File: config.mk
export PLATFORM = sky130hd
export DESIGN_NAME = csr_top
export DESIGN_NICKNAME = d
export VERILOG_FILES = /design/src/source/csr_pkg.sv /design/src/source/csr_top.sv /design/src/source/csr_unit.sv /design/src/source/bfs_regs.sv /design/src/source/bfs_wb_bridge.sv
export VERILOG_INCLUDE_DIRS = /design/src /design/src/source
export SDC_FILE = /design/constraint.sdc
export NUM_CORES = 1
export LEC_CHECK = 0
export BUFFER_PORTS_ARGS = -buffer_cell sky130_fd_sc_hd__buf_2
export CAP_MARGIN = 25
export CORE_UTILIZATION = 43
export CTS_CLUSTER_SIZE = 10
export DETAILED_ROUTE_END_ITERATION = 7
export HOLD_SLACK_MARGIN = 0.12
export PLACE_DENSITY = 0.71
export SETUP_SLACK_MARGIN = 0.3
export SLEW_MARGIN = 10
export SYNTH_ARGS = -nofsm -noshare
export SYNTH_HDL_FRONTEND = slang
export SYNTH_HIERARCHICAL = 1
export SYNTH_SLANG_ARGS = --single-unit
File: constraint.sdc
create_clock -name clk -period 10.39 [get_ports clk]
set_input_delay 1.5585 -clock clk [delete_from_list [all_inputs] [get_ports clk]]
set_output_delay 1.5585 -clock clk [all_outputs]
set_load 0.01 [all_outputs]
File: src/source/csr_cfg.svh
// machine-mode CSR addresses and BFS bank offsets; BFS range is any 0x7Dx address
`ifndef CSR_CFG_SVH
`define CSR_CFG_SVH

// counters
`define CSR_MCYCLE     12'hB00
`define CSR_MCYCLEH    12'hB80
`define CSR_MINSTRET   12'hB02
`define CSR_MINSTRETH  12'hB82

// uart, read-only status and tx byte
`define CSR_MUARTSTAT  12'hFC0
`define CSR_MUARTTX    12'h7C0

// upper eight address bits of the accelerator window
`define CSR_BFS_BASE   8'h7D

`define CSR_ML2STAT    12'h7E0

// accelerator register offsets
`define BFS_STAT       4'h0
`define BFS_ROOT       4'h1
`define BFS_TARG       4'h2
`define BFS_QBASE      4'h3
`define BFS_QSIZE      4'h4

// tx empty and rx empty, transmitter never backs up
`define UART_STAT_IDLE 32'h0000_0005

`define ECAUSE_ILLEGAL 5'd2

`endif
File: src/source/csr_pkg.sv
// shared types for the CSR unit and BFS bank; RV32 only, struct layouts are MSB first
`default_nettype none

package csr_pkg;

  typedef logic [31:0] xlen_t;
  typedef logic [11:0] csr_addr_t;
  typedef logic [6:0]  robid_t;
  typedef logic [5:0]  preg_t;
  typedef logic [3:0]  bfs_off_t;

  typedef enum logic [1:0] {
    CSR_READ  = 2'd0,
    CSR_WRITE = 2'd1,
    CSR_SET   = 2'd2,
    CSR_CLEAR = 2'd3
  } csr_op_t;

  // instruction from rename
  typedef struct packed {
    csr_op_t   op;
    robid_t    robid;
    preg_t     rd;
    xlen_t     op1;
    csr_addr_t addr;
  } csr_req_t;

  // writeback result
  typedef struct packed {
    logic       error;
    logic [4:0] ecause;
    robid_t     robid;
    preg_t      rd;
    xlen_t      result;
  } csr_resp_t;

  typedef struct packed {
    logic     wen;
    bfs_off_t addr;
    xlen_t    wdata;
  } bfs_req_t;

  typedef struct packed {
    logic  error;
    xlen_t rdata;
  } bfs_rsp_t;

  // wishbone classic, master to slave
  typedef struct packed {
    logic     cyc;
    logic     stb;
    logic     we;
    bfs_off_t adr;
    xlen_t    dat;
  } wb_m2s_t;

  typedef struct packed {
    logic  ack;
    logic  err;
    xlen_t dat;
  } wb_s2m_t;

  typedef struct packed {
    xlen_t root;
    xlen_t targ;
    xlen_t qbase;
    xlen_t qsize;
  } bfs_cfg_t;

endpackage

`default_nettype wire

File: src/source/csr_top.sv
// CSR block top; the BFS engine is outside, seen only through start, config and done
`timescale 1ns/1ps
`default_nettype none

module csr_top import csr_pkg::*; (
  input  wire             clk,
  input  wire             rst,
  input  wire             rename_valid,
  input  wire csr_req_t   rename_req,
  input  wire             rob_ret_valid,
  input  wire             rob_ret_csr,
  input  wire             l2_req,
  input  wire             bfs_done,
  output logic            csr_stall,
  output logic            resp_valid,
  output csr_resp_t       resp,
  output logic            uart_tx_valid,
  output logic [7:0]      uart_tx_data,
  output logic            bfs_start,
  output bfs_cfg_t        bfs_cfg
);

  logic     bfs_valid;
  bfs_req_t bfs_req;
  logic     bfs_rsp_valid;
  bfs_rsp_t bfs_rsp;
  wb_m2s_t  wb_m2s;
  wb_s2m_t  wb_s2m;

  csr_unit u_csr_unit (
    .clk           (clk),
    .rst           (rst),
    .rename_valid  (rename_valid),
    .rename_req    (rename_req),
    .rob_ret_valid (rob_ret_valid),
    .rob_ret_csr   (rob_ret_csr),
    .l2_req        (l2_req),
    .bfs_rsp_valid (bfs_rsp_valid),
    .bfs_rsp       (bfs_rsp),
    .csr_stall     (csr_stall),
    .resp_valid    (resp_valid),
    .resp          (resp),
    .uart_tx_valid (uart_tx_valid),
    .uart_tx_data  (uart_tx_data),
    .bfs_valid     (bfs_valid),
    .bfs_req       (bfs_req)
  );

  bfs_wb_bridge u_bridge (
    .clk           (clk),
    .rst           (rst),
    .bfs_valid     (bfs_valid),
    .bfs_req       (bfs_req),
    .wb_in         (wb_s2m),
    .wb_out        (wb_m2s),
    .bfs_rsp_valid (bfs_rsp_valid),
    .bfs_rsp       (bfs_rsp)
  );

  bfs_regs u_bfs_regs (
    .clk       (clk),
    .rst       (rst),
    .wb_in     (wb_m2s),
    .bfs_done  (bfs_done),
    .wb_out    (wb_s2m),
    .bfs_start (bfs_start),
    .bfs_cfg   (bfs_cfg)
  );

endmodule

`default_nettype wire

File: src/source/csr_unit.sv
// one-entry CSR stage; no traps or flush, BFS set/clear unsupported, writeback never stalls
`timescale 1ns/1ps
`default_nettype none
`include "csr_cfg.svh"

module csr_unit import csr_pkg::*; (
  input  wire             clk,
  input  wire             rst,
  input  wire             rename_valid,
  input  wire csr_req_t   rename_req,
  input  wire             rob_ret_valid,
  input  wire             rob_ret_csr,
  input  wire             l2_req,
  input  wire             bfs_rsp_valid,
  input  wire bfs_rsp_t   bfs_rsp,
  output logic            csr_stall,
  output logic            resp_valid,
  output csr_resp_t       resp,
  output logic            uart_tx_valid,
  output logic [7:0]      uart_tx_data,
  output logic            bfs_valid,
  output bfs_req_t        bfs_req
);

  logic        valid_q;
  csr_req_t    stage_q;

  logic        sel_mcycle;
  logic        sel_mcycleh;
  logic        sel_minstret;
  logic        sel_minstreth;
  logic        sel_muartstat;
  logic        sel_muarttx;
  logic        sel_bfs;
  logic        sel_ml2stat;
  logic        sel_none;

  logic [63:0] cycle_q;
  logic [63:0] cycle_d;
  logic [63:0] instret_q;
  logic [63:0] instret_d;
  logic [7:0]  uart_q;

  xlen_t       old_val;
  xlen_t       wdata;
  logic        wen;
  logic        ro;
  logic        bus_op;
  logic        bfs_pend_q;
  logic        l2_stall;
  logic        l2_hold_q;
  logic        err;
  logic        do_write;
  logic        inc_instret;

  // stage register, held while stalled
  always_ff @(posedge clk) begin
    if (rst) begin
      valid_q <= 1'b0;
    end else if (!csr_stall) begin
      valid_q <= rename_valid;
    end
  end

  always_ff @(posedge clk) begin
    if (!csr_stall && rename_valid) begin
      stage_q <= rename_req;
    end
  end

  // address decode
  always_comb begin
    sel_mcycle    = 1'b0;
    sel_mcycleh   = 1'b0;
    sel_minstret  = 1'b0;
    sel_minstreth = 1'b0;
    sel_muartstat = 1'b0;
    sel_muarttx   = 1'b0;
    sel_ml2stat   = 1'b0;
    sel_bfs       = (stage_q.addr[11:4] == `CSR_BFS_BASE);
    case (stage_q.addr)
      `CSR_MCYCLE:    sel_mcycle    = 1'b1;
      `CSR_MCYCLEH:   sel_mcycleh   = 1'b1;
      `CSR_MINSTRET:  sel_minstret  = 1'b1;
      `CSR_MINSTRETH: sel_minstreth = 1'b1;
      `CSR_MUARTSTAT: sel_muartstat = 1'b1;
      `CSR_MUARTTX:   sel_muarttx   = 1'b1;
      `CSR_ML2STAT:   sel_ml2stat   = 1'b1;
      default: ;
    endcase
    sel_none = ~(sel_mcycle | sel_mcycleh | sel_minstret | sel_minstreth |
                 sel_muartstat | sel_muarttx | sel_bfs | sel_ml2stat);
  end

  // read mux, old value is what the instruction returns
  always_comb begin
    case (1'b1)
      sel_mcycle:    old_val = cycle_q[31:0];
      sel_mcycleh:   old_val = cycle_q[63:32];
      sel_minstret:  old_val = instret_q[31:0];
      sel_minstreth: old_val = instret_q[63:32];
      sel_muartstat: old_val = `UART_STAT_IDLE;
      sel_muarttx:   old_val = {24'd0, uart_q};
      sel_bfs:       old_val = bfs_rsp.rdata;
      sel_ml2stat:   old_val = {31'd0, l2_req};
      default:       old_val = '0;
    endcase
  end

  always_comb begin
    wen = valid_q & (stage_q.op != CSR_READ);
    case (stage_q.op)
      CSR_WRITE: wdata = stage_q.op1;
      CSR_SET:   wdata = old_val | stage_q.op1;
      CSR_CLEAR: wdata = old_val & ~stage_q.op1;
      default:   wdata = old_val;
    endcase
  end

  // top two address bits set means read-only
  assign ro = &stage_q.addr[11:10];

  // only plain reads and writes go out on the bus
  assign bus_op    = (stage_q.op == CSR_READ) || (stage_q.op == CSR_WRITE);
  assign bfs_valid = valid_q & sel_bfs & bus_op & ~bfs_pend_q;

  always_ff @(posedge clk) begin
    if (rst) begin
      bfs_pend_q <= 1'b0;
    end else begin
      bfs_pend_q <= bfs_valid;
    end
  end

  always_comb begin
    bfs_req.wen   = (stage_q.op == CSR_WRITE);
    bfs_req.addr  = stage_q.addr[3:0];
    bfs_req.wdata = stage_q.op1;
  end

  // l2 write waits for the request line to drop
  assign l2_stall = wen & sel_ml2stat & l2_req;

  always_ff @(posedge clk) begin
    if (rst || !l2_req) begin
      l2_hold_q <= 1'b0;
    end else if (wen && sel_ml2stat) begin
      l2_hold_q <= 1'b1;
    end
  end

  assign csr_stall = bfs_valid | l2_stall | l2_hold_q;

  assign err = sel_none | (wen & ro) | (valid_q & sel_bfs & ~bus_op) |
               (bfs_pend_q & (~bfs_rsp_valid | bfs_rsp.error));

  assign resp_valid = valid_q & ~csr_stall;
  assign do_write   = resp_valid & wen & ~err;

  always_comb begin
    resp.error  = err;
    resp.ecause = err ? `ECAUSE_ILLEGAL : 5'd0;
    resp.robid  = stage_q.robid;
    resp.rd     = stage_q.rd;
    resp.result = old_val;
  end

  // a CSR write to minstret retires without counting itself
  assign inc_instret = rob_ret_valid & ~(rob_ret_csr & valid_q & sel_minstret);

  always_comb begin
    cycle_d   = cycle_q + 64'd1;
    instret_d = instret_q + {63'd0, inc_instret};
    if (do_write) begin
      if (sel_mcycle) cycle_d[31:0] = wdata;
      if (sel_mcycleh) cycle_d[63:32] = wdata;
      if (sel_minstret) instret_d[31:0] = wdata;
      if (sel_minstreth) instret_d[63:32] = wdata;
    end
  end

  always_ff @(posedge clk) begin
    if (rst) begin
      cycle_q   <= '0;
      instret_q <= '0;
    end else begin
      cycle_q   <= cycle_d;
      instret_q <= instret_d;
    end
  end

  // tx byte, pulse follows the completing write
  always_ff @(posedge clk) begin
    if (rst) begin
      uart_tx_valid <= 1'b0;
      uart_q        <= '0;
    end else begin
      uart_tx_valid <= do_write & sel_muarttx;
      if (do_write && sel_muarttx) begin
        uart_q <= wdata[7:0];
      end
    end
  end

  assign uart_tx_data = uart_q;

endmodule

`default_nettype wire

File: src/source/bfs_regs.sv
// BFS register bank as wishbone classic slave; zero-wait ack, offsets above 4 answer err
`timescale 1ns/1ps
`default_nettype none
`include "csr_cfg.svh"

module bfs_regs import csr_pkg::*; (
  input  wire            clk,
  input  wire            rst,
  input  wire wb_m2s_t   wb_in,
  input  wire            bfs_done,
  output wb_s2m_t        wb_out,
  output logic           bfs_start,
  output bfs_cfg_t       bfs_cfg
);

  logic  hit;
  logic  known;
  logic  wr;
  logic  go;
  logic  busy_q;
  xlen_t rdata;

  assign hit   = wb_in.cyc & wb_in.stb;
  assign known = (wb_in.adr <= `BFS_QSIZE);

  always_comb begin
    case (wb_in.adr)
      `BFS_STAT:  rdata = {31'd0, busy_q};
      `BFS_ROOT:  rdata = bfs_cfg.root;
      `BFS_TARG:  rdata = bfs_cfg.targ;
      `BFS_QBASE: rdata = bfs_cfg.qbase;
      `BFS_QSIZE: rdata = bfs_cfg.qsize;
      default:    rdata = '0;
    endcase
  end

  // answer in the same cycle
  always_comb begin
    wb_out.ack = hit & known;
    wb_out.err = hit & ~known;
    wb_out.dat = rdata;
  end

  assign wr = hit & wb_in.we & wb_out.ack;
  assign go = wr & (wb_in.adr == `BFS_STAT) & wb_in.dat[0];

  // start wins over a done in the same cycle
  always_ff @(posedge clk) begin
    if (rst) begin
      busy_q    <= 1'b0;
      bfs_start <= 1'b0;
    end else begin
      bfs_start <= go;
      if (go) begin
        busy_q <= 1'b1;
      end else if (bfs_done) begin
        busy_q <= 1'b0;
      end
    end
  end

  always_ff @(posedge clk) begin
    if (rst) begin
      bfs_cfg <= '0;
    end else if (wr) begin
      case (wb_in.adr)
        `BFS_ROOT:  bfs_cfg.root  <= wb_in.dat;
        `BFS_TARG:  bfs_cfg.targ  <= wb_in.dat;
        `BFS_QBASE: bfs_cfg.qbase <= wb_in.dat;
        `BFS_QSIZE: bfs_cfg.qsize <= wb_in.dat;
        default: ;
      endcase
    end
  end

endmodule

`default_nettype wire

File: src/source/bfs_wb_bridge.sv
// single-beat wishbone classic master; slave must answer in the same cycle or the access fails
`timescale 1ns/1ps
`default_nettype none

module bfs_wb_bridge import csr_pkg::*; (
  input  wire            clk,
  input  wire            rst,
  input  wire            bfs_valid,
  input  wire bfs_req_t  bfs_req,
  input  wire wb_s2m_t   wb_in,
  output wb_m2s_t        wb_out,
  output logic           bfs_rsp_valid,
  output bfs_rsp_t       bfs_rsp
);

  // one bus cycle per request, only while it is valid
  always_comb begin
    wb_out.cyc = bfs_valid;
    wb_out.stb = bfs_valid;
    wb_out.we  = bfs_valid & bfs_req.wen;
    wb_out.adr = bfs_req.addr;
    wb_out.dat = bfs_req.wdata;
  end

  // no ack and no err leaves valid low
  always_ff @(posedge clk) begin
    if (rst) begin
      bfs_rsp_valid <= 1'b0;
    end else begin
      bfs_rsp_valid <= bfs_valid & (wb_in.ack | wb_in.err);
    end
  end

  always_ff @(posedge clk) begin
    if (bfs_valid) begin
      bfs_rsp.error <= wb_in.err;
      bfs_rsp.rdata <= wb_in.dat;
    end
  end

endmodule

`default_nettype wire

==> results of run 1 <==
[final cells by class]
| type | count | area (um^2) |
|---|---|---|
| Clock inverter | 4 | 53.8 |
| Inverter | 24 | 90.1 |
| Clock buffer | 72 | 1230 |
| Sequential cell | 363 | 8190 |
| Multi-Input combinational cell | 1516 | 10300 |
| Tap cell | 600 | 751 |
| Timing Repair Buffer | 299 | 1670 |
| Fill cell | 4292 | 23200 |
[kinds of logic after synthesis]
logic type,synth area share (%)
fa+ha+maj,0.189
other cells,0.0189
flops,41.2
compound gates,15.5
xor+xnor,5.73
buf+inv,7.56
mux,8.69
simple gates,21.2
[per-layer routing]
layer / share of wire [%] / routed length [um] / vias up / track usage, %
li1: - / - / 7913 / -
met1: 42 / 28900 / 8553 / 39.1
met2: 45 / 30900 / 1037 / 44.5
met3: 10 / 7100 / 142 / 6.00
met4: 3.1 / 2110 / 2 / 9.98
met5: 0.071 / 49 / - / 0
[worst max path at each step]
| stage | from | endpoint | slack, ps | cells past startpoint |
|---|---|---|---|---|
| 3_5_place_dp | u_csr_unit/bfs_req[32]$_DFFE_PP_ | resp[46] | 5570 | 7 |
| 5_1_grt | u_csr_unit/stage_q[7]$_DFFE_PP_ | resp[0] | 4890 | 8 |
| 4_1_cts | u_csr_unit/bfs_req[32]$_DFFE_PP_ | resp[46] | 4960 | 7 |
| 3_3_place_gp | u_csr_unit/bfs_req[32]$_DFFE_PP_ | resp[46] | 5610 | 7 |
| 2_1_floorplan | u_csr_unit/stage_q[7]$_DFFE_PP_ | u_bfs_regs/bfs_cfg[71]$_SDFFE_PP0P_ | 4950 | 14 |
| 6_report | u_csr_unit/stage_q[7]$_DFFE_PP_ | resp[0] | 5050 | 8 |
[worst max-delay path: cells and delay by family, from the launching register on]
kind | cells | cell delay (ps)
buffers and inverters | 3 | 1260
AO/OA/AOI/OAI | 3 | 870
AND/OR/NAND/NOR | 2 | 700
flip-flops | 1 | 320
[Yosys cell counts, types with 49 or more instances]
| cell | instances | area [um^2] |
|---|---|---|
| nor2_1 | 151 | 567 |
| o21ai_0 | 101 | 505 |
| a21oi_1 | 55 | 275 |
| clkbuf_1 | 118 | 443 |
| nand4_1 | 49 | 307 |
| nand2_1 | 102 | 383 |
| a211oi_1 | 78 | 586 |
| buf_4 | 94 | 706 |
| nor3_1 | 55 | 275 |
| mux2i_1 | 166 | 1660 |
| a22oi_1 | 67 | 503 |
| nand3_1 | 63 | 315 |
| edfxtp_1 | 92 | 2760 |
| nand2b_1 | 177 | 1110 |
| xnor2_1 | 94 | 823 |
| dfxtp_1 | 271 | 5430 |
[layout by cell type, fill, tap and decap left out, drive strengths merged, types with 18 or more instances in the layout]
cell / instances
buf: 297
dfxtp: 271
nand2b: 177
mux2i: 166
nor2: 151
nand2: 105
o21ai: 101
xnor2: 94
edfxtp: 92
a211oi: 85
clkbuf: 74
a22oi: 67
nand3: 63
nor3: 59
a21oi: 55
nand4: 49
nor4: 46
xor2: 36
and2: 27
inv: 27
and4: 19
o22ai: 18
a22o: 18
[registers in the layout (all words and copies together), names as in the netlist, 8 cells and up]
signal and count:
u_bridge/bfs_rsp 33, u_csr_unit/instret_q 64, u_csr_unit/bfs_req 36, u_csr_unit/stage_q 10, u_bfs_regs/bfs_cfg 128, u_csr_unit/uart_tx_data 8, u_csr_unit/cycle_q 64, u_csr_unit/resp 13
[through the flow]
stage / utilization, % / setup slack, ps / hold slack (ps)
global route: 48.9 / 4890 / 511
CTS: 48.7 / 4960 / 466
finish: 48.9 / 5050 / 490
global placement: 45.8 / 5610 / 446
floorplan: - / 4950 / 425
detailed placement: 45.8 / 5570 / 452
[report_power, final]
group / switching [uW] / internal [uW] / leakage, uW / total (uW)
Sequential: 21.9 / 1460 / 0.00314 / 1490
Clock: 617 / 812 / 0.000622 / 1430
Combinational: 124 / 63.2 / 0.00499 / 188
==> out/metrics.yaml, run 1 <==
drt:
  antenna_left: 0
  wl_per_cell_um: 24.0
  drt_iter0_drc: 2083
  routed-via-count: 17600
  firstDrtPassIters: 5
  drcViolationCount: 0
  via_per_inst: 6.13
  wirelength_mm: 69.1
clock_network:
  clk_pin_slew_ps: 60
  clockRootBuffer: "clkbuf_16"
  cts_sinks: 363
  cts_buffer_depth: 3
  clk_latency_ps: 590
  cts_made_buffers: 43
  postCtsSetupBuffers: 0
  ctsResizeCount: 0
  cts_hold_buf: 0
  htreeDepth: 2
  tritoncts: "built"
logic_synthesis:
  synthFlopType: "dfxtp_1"
  syn_avg_cell_area_um2: 9.25
  yosysSeqAreaShare_pct: 41.2
  synth-edff-count: 92
  synth.distinct_cells: 82
  synthArstFlopShare_pct: 0
  synth-seq-cells: 363
  netlist_area_um2: 19900
  syn_inst: 2149
  yosys_warnings: 6
global_routing:
  grt_pass1_vias: 16500
  antenna_found_initial: 2
  grt_util_all_layers_pct: 28.6
  grt_max_degree: 185
  grt_pass1_wl_mm: 104
  grt_overflow_total: 0
setup_path:
  worst_path_max_delay_cell: "buf_4"
  path_max_fanout: 57
  rrSetupSlack_ps: 5910
  critPathKind: "reg2out"
  reg2reg_to: "u_bfs_regs/bfs_cfg[84]$_SDFFE_PP0P_"
  path_cells: "buf_4 -> buf_4 -> nand4bb_1 -> or3_1 -> o32ai_1 -> a2bb2oi_1 -> o21bai_1 -> buf_2"
  reg2regPathDepth: 11
  r2r-start: "u_csr_unit/stage_q[7]$_DFFE_PP_"
  max_stage_delay_ps: 730
  critPathMostFrequentCell: "buf_4"
  cp.required_ps: 8830
  worstPathArrival_ps: 3780
  end_kind: "primary output"
  cp-start-kind: "flop"
outcome:
  status: "completed"
timing:
  hold_violations: 0
  setup-tns-final_ps: 0
  max_slew_margin_pct: 16.1
  worst_slew_pin_slew_ps: 1240
  finalCritPeriodShare_pct: 51.3
  clock_skew_ps: 20.7
  setup-violations-final: 0
  clock.fmax_ghz: 0.187
  report.final.slew_viol_count: 0
  fin_crit_ps: 5340
  rsz0062_at_grt: "no"
job:
  maxCapViolCount: 0
power_and_ir_drop:
  p_leak_uw: 0.00876
  peakVddDrop_v: 0.000119
  finalPower_uw: 3100
  power_density_nw_per_um2: 139
place:
  io_buffers: 252
  routabilityCongestion: 0.972
  placed_cells: 2793
  place_area_um2: 20800
  dp.final_hpwl_mm: 48.4
hold_path:
  holdCritPathClass: "reg2reg"
  holdCritStartpoint: "u_bfs_regs/bfs_cfg[93]$_SDFFE_PP0P_"
  holdPathStages: 2
  worstHoldEndpoint: "u_bfs_regs/bfs_cfg[93]$_SDFFE_PP0P_"
layout:
  stdcell_area_um2: 22300
  final_cells: 2878
  diodes: 0
  drive_gt1_share_pct: 17.3
  area_growth_pct: 11.9
  nets: 2316
floorplanning:
  die_height_um: 217
  die-area_um2: 47100
  ios: 257
  die_x_um: 217
  initial_core_util_pct: 43.7
  coreArea_um2: 45500
  row_count: 78
No activity file was read; power rests on OpenSTA's default activity.
==> inputs of run 2 (changes only) <==
Clock period 10.39 ns to 5.6 ns, I/O delays scaled along.
==> run 2 against run 1 <==
Final area is essentially flat; critical path type unchanged; largest power group unchanged; final cell count rose by 0.10%; critical path depth shrank 1.
==> out/metrics.yaml, run 2 (synthesis results as in run 1) <==
clock_network:
  cts_hold_buf: 0
  tritoncts: "built"
  htreeDepth: 2
  clk_pin_slew_ps: 60
  clk_latency_ps: 580
  ctsResizeCount: 0
  cts_buffer_depth: 3
  postCtsSetupBuffers: 0
  clockRootBuffer: "clkbuf_16"
  cts_made_buffers: 44
  cts_sinks: 363
place:
  place_area_um2: 20900
  io_buffers: 252
  routabilityCongestion: 0.972
  dp.final_hpwl_mm: 48.4
power_and_ir_drop:
  p_leak_uw: 0.00874
  power_density_nw_per_um2: 259
  finalPower_uw: 5770
  peakVddDrop_v: 0.000259
global_routing:
  grt_util_all_layers_pct: 28.4
  grt_pass1_vias: 16700
  antenna_found_initial: 1
  grt_overflow_total: 0
  grt_pass1_wl_mm: 103
  grt_max_degree: 168
layout:
  reg_top3: "u_bfs_regs/bfs_cfg (128), u_csr_unit/cycle_q (64), u_csr_unit/instret_q (64)"
  stdcell_area_um2: 22200
  regMostFlops: "u_bfs_regs/bfs_cfg"
  nets: 2319
  layout_common_cells: "dfxtp_1, buf_2, nand2b_1, mux2i_1, nor2_1"
  multiInputGateArea_um2: 10300
  regArea_um2: 8190
  diodes: 0
  largest_reg_flops: 128
  final_common_cell: "dfxtp_1"
  fillerInstances: 4292
  drive_gt1_share_pct: 17.4
  area_growth_pct: 11.8
floorplanning:
  die_x_um: 217
  die-area_um2: 47100
  die_height_um: 217
  row_count: 78
  ios: 257
  coreArea_um2: 45500
  initial_core_util_pct: 43.7
timing:
  setup-violations-final: 0
  worst_slew_pin_slew_ps: 1110
  clock_skew_ps: 17.4
  max_slew_margin_pct: 25.4
  clock.fmax_ghz: 0.211
  report.final.slew_viol_count: 0
  fin_crit_ps: 4740
  rsz0062_at_grt: "no"
  hold_violations: 0
  finalCritPeriodShare_pct: 84.7
  setup-tns-final_ps: 0
drt:
  wl_per_cell_um: 23.7
  routed-via-count: 17300
  wirelength_mm: 68.3
  firstDrtPassIters: 7
  antenna_left: 0
  drt_iter0_drc: 1965
  drcViolationCount: 0
  via_per_inst: 6.00
setup_path:
  rrSetupSlack_ps: 1340
  critPathKind: "reg2out"
  worstPathArrival_ps: 3900
  path_cells: "buf_4 -> buf_4 -> inv_1 -> o2111a_1 -> a221oi_1 -> o22ai_1 -> buf_2"
  setup.worst_path.end: "resp[3]"
  cp.required_ps: 4760
  max_stage_delay_ps: 780
  crit_start: "u_csr_unit/stage_q[7]$_DFFE_PP_"
  path_max_fanout: 68
  reg2regPathDepth: 10
  critPathMostFrequentCell: "buf_4"
  reg2reg_to: "u_bfs_regs/bfs_cfg[90]$_SDFFE_PP0P_"
  cp-start-kind: "flop"
  r2r-start: "u_csr_unit/stage_q[7]$_DFFE_PP_"
  end_kind: "primary output"
  worst_path_max_delay_cell: "buf_4"
job:
  maxCapViolCount: 0
hold_path:
  holdCritPathClass: "in2reg"
outcome:
  status: "completed"
## run 2: cell types whose count changed in the layout (fill, tap and decap cells not counted), sizes merged
cell,change
buf,+2
inv,-1
clkinvlp,+1
clkbuf,-1
clkinv,+2
## run 2: where the power goes
part / internal (uW) / switching, uW / total, uW
sequential: 2720 / 43.5 / 2760
combinational: 116 / 222 / 338
clock: 1530 / 1130 / 2670
total: 4370 / 1400 / 5770
## run 2: metal layers
layer  global-route usage (%)  part of all wire [%]  vias to the layer above
met5                        0                 0.016                        -
met4                     9.44                   2.9                        2
met3                     6.95                   9.6                      115
met2                     44.5                    45                      921
met1                     38.2                    42                     8334
li1                         -                     -                     7911
## run 2: stage by stage
stage	cells	hold slack, ps	setup slack [ps]	utilization [%]
after global placement	2797	436	1360	45.9
after CTS	2878	406	975	48.9
final	2881	425	859	48.9
after global routing	2881	413	790	48.9
after detailed placement	2801	457	1450	46.0
after floorplan	2152	425	1270	-
## run 2: worst min-delay path by stage
stage                                               from                              end  slack [ps]  cells after the start
after global routing                      rename_req[56]    u_csr_unit/resp[44]$_DFFE_PP_         410                      1
after global placement    u_bfs_regs/busy_q$_SDFFE_PP0P_   u_bfs_regs/busy_q$_SDFFE_PP0P_         440                      1
final                                     rename_req[17]  u_csr_unit/bfs_req[5]$_DFFE_PP_         430                      1
after detailed placement  u_bfs_regs/busy_q$_SDFFE_PP0P_   u_bfs_regs/busy_q$_SDFFE_PP0P_         460                      1
after CTS                                 rename_req[56]    u_csr_unit/resp[44]$_DFFE_PP_         410                      1
after floorplan           u_bfs_regs/busy_q$_SDFFE_PP0P_   u_bfs_regs/busy_q$_SDFFE_PP0P_         430                      1
## run 2: worst max-delay path, delay by kind of cell (launching register included)
kind            cells  cell delay [ps]
compound gates      3             1050
flops               1              310
buf+inv             4             1910
## run 2: layout make-up
cell class              count  share of cell area, %
flip-flops and latches    363                   36.8
inverters                  24                  0.405
clock buffers              71                   5.64
well taps                 600                   3.38
clock inverters             6                  0.281
repair buffers            301                   7.33
multi-input cells        1516                   46.1
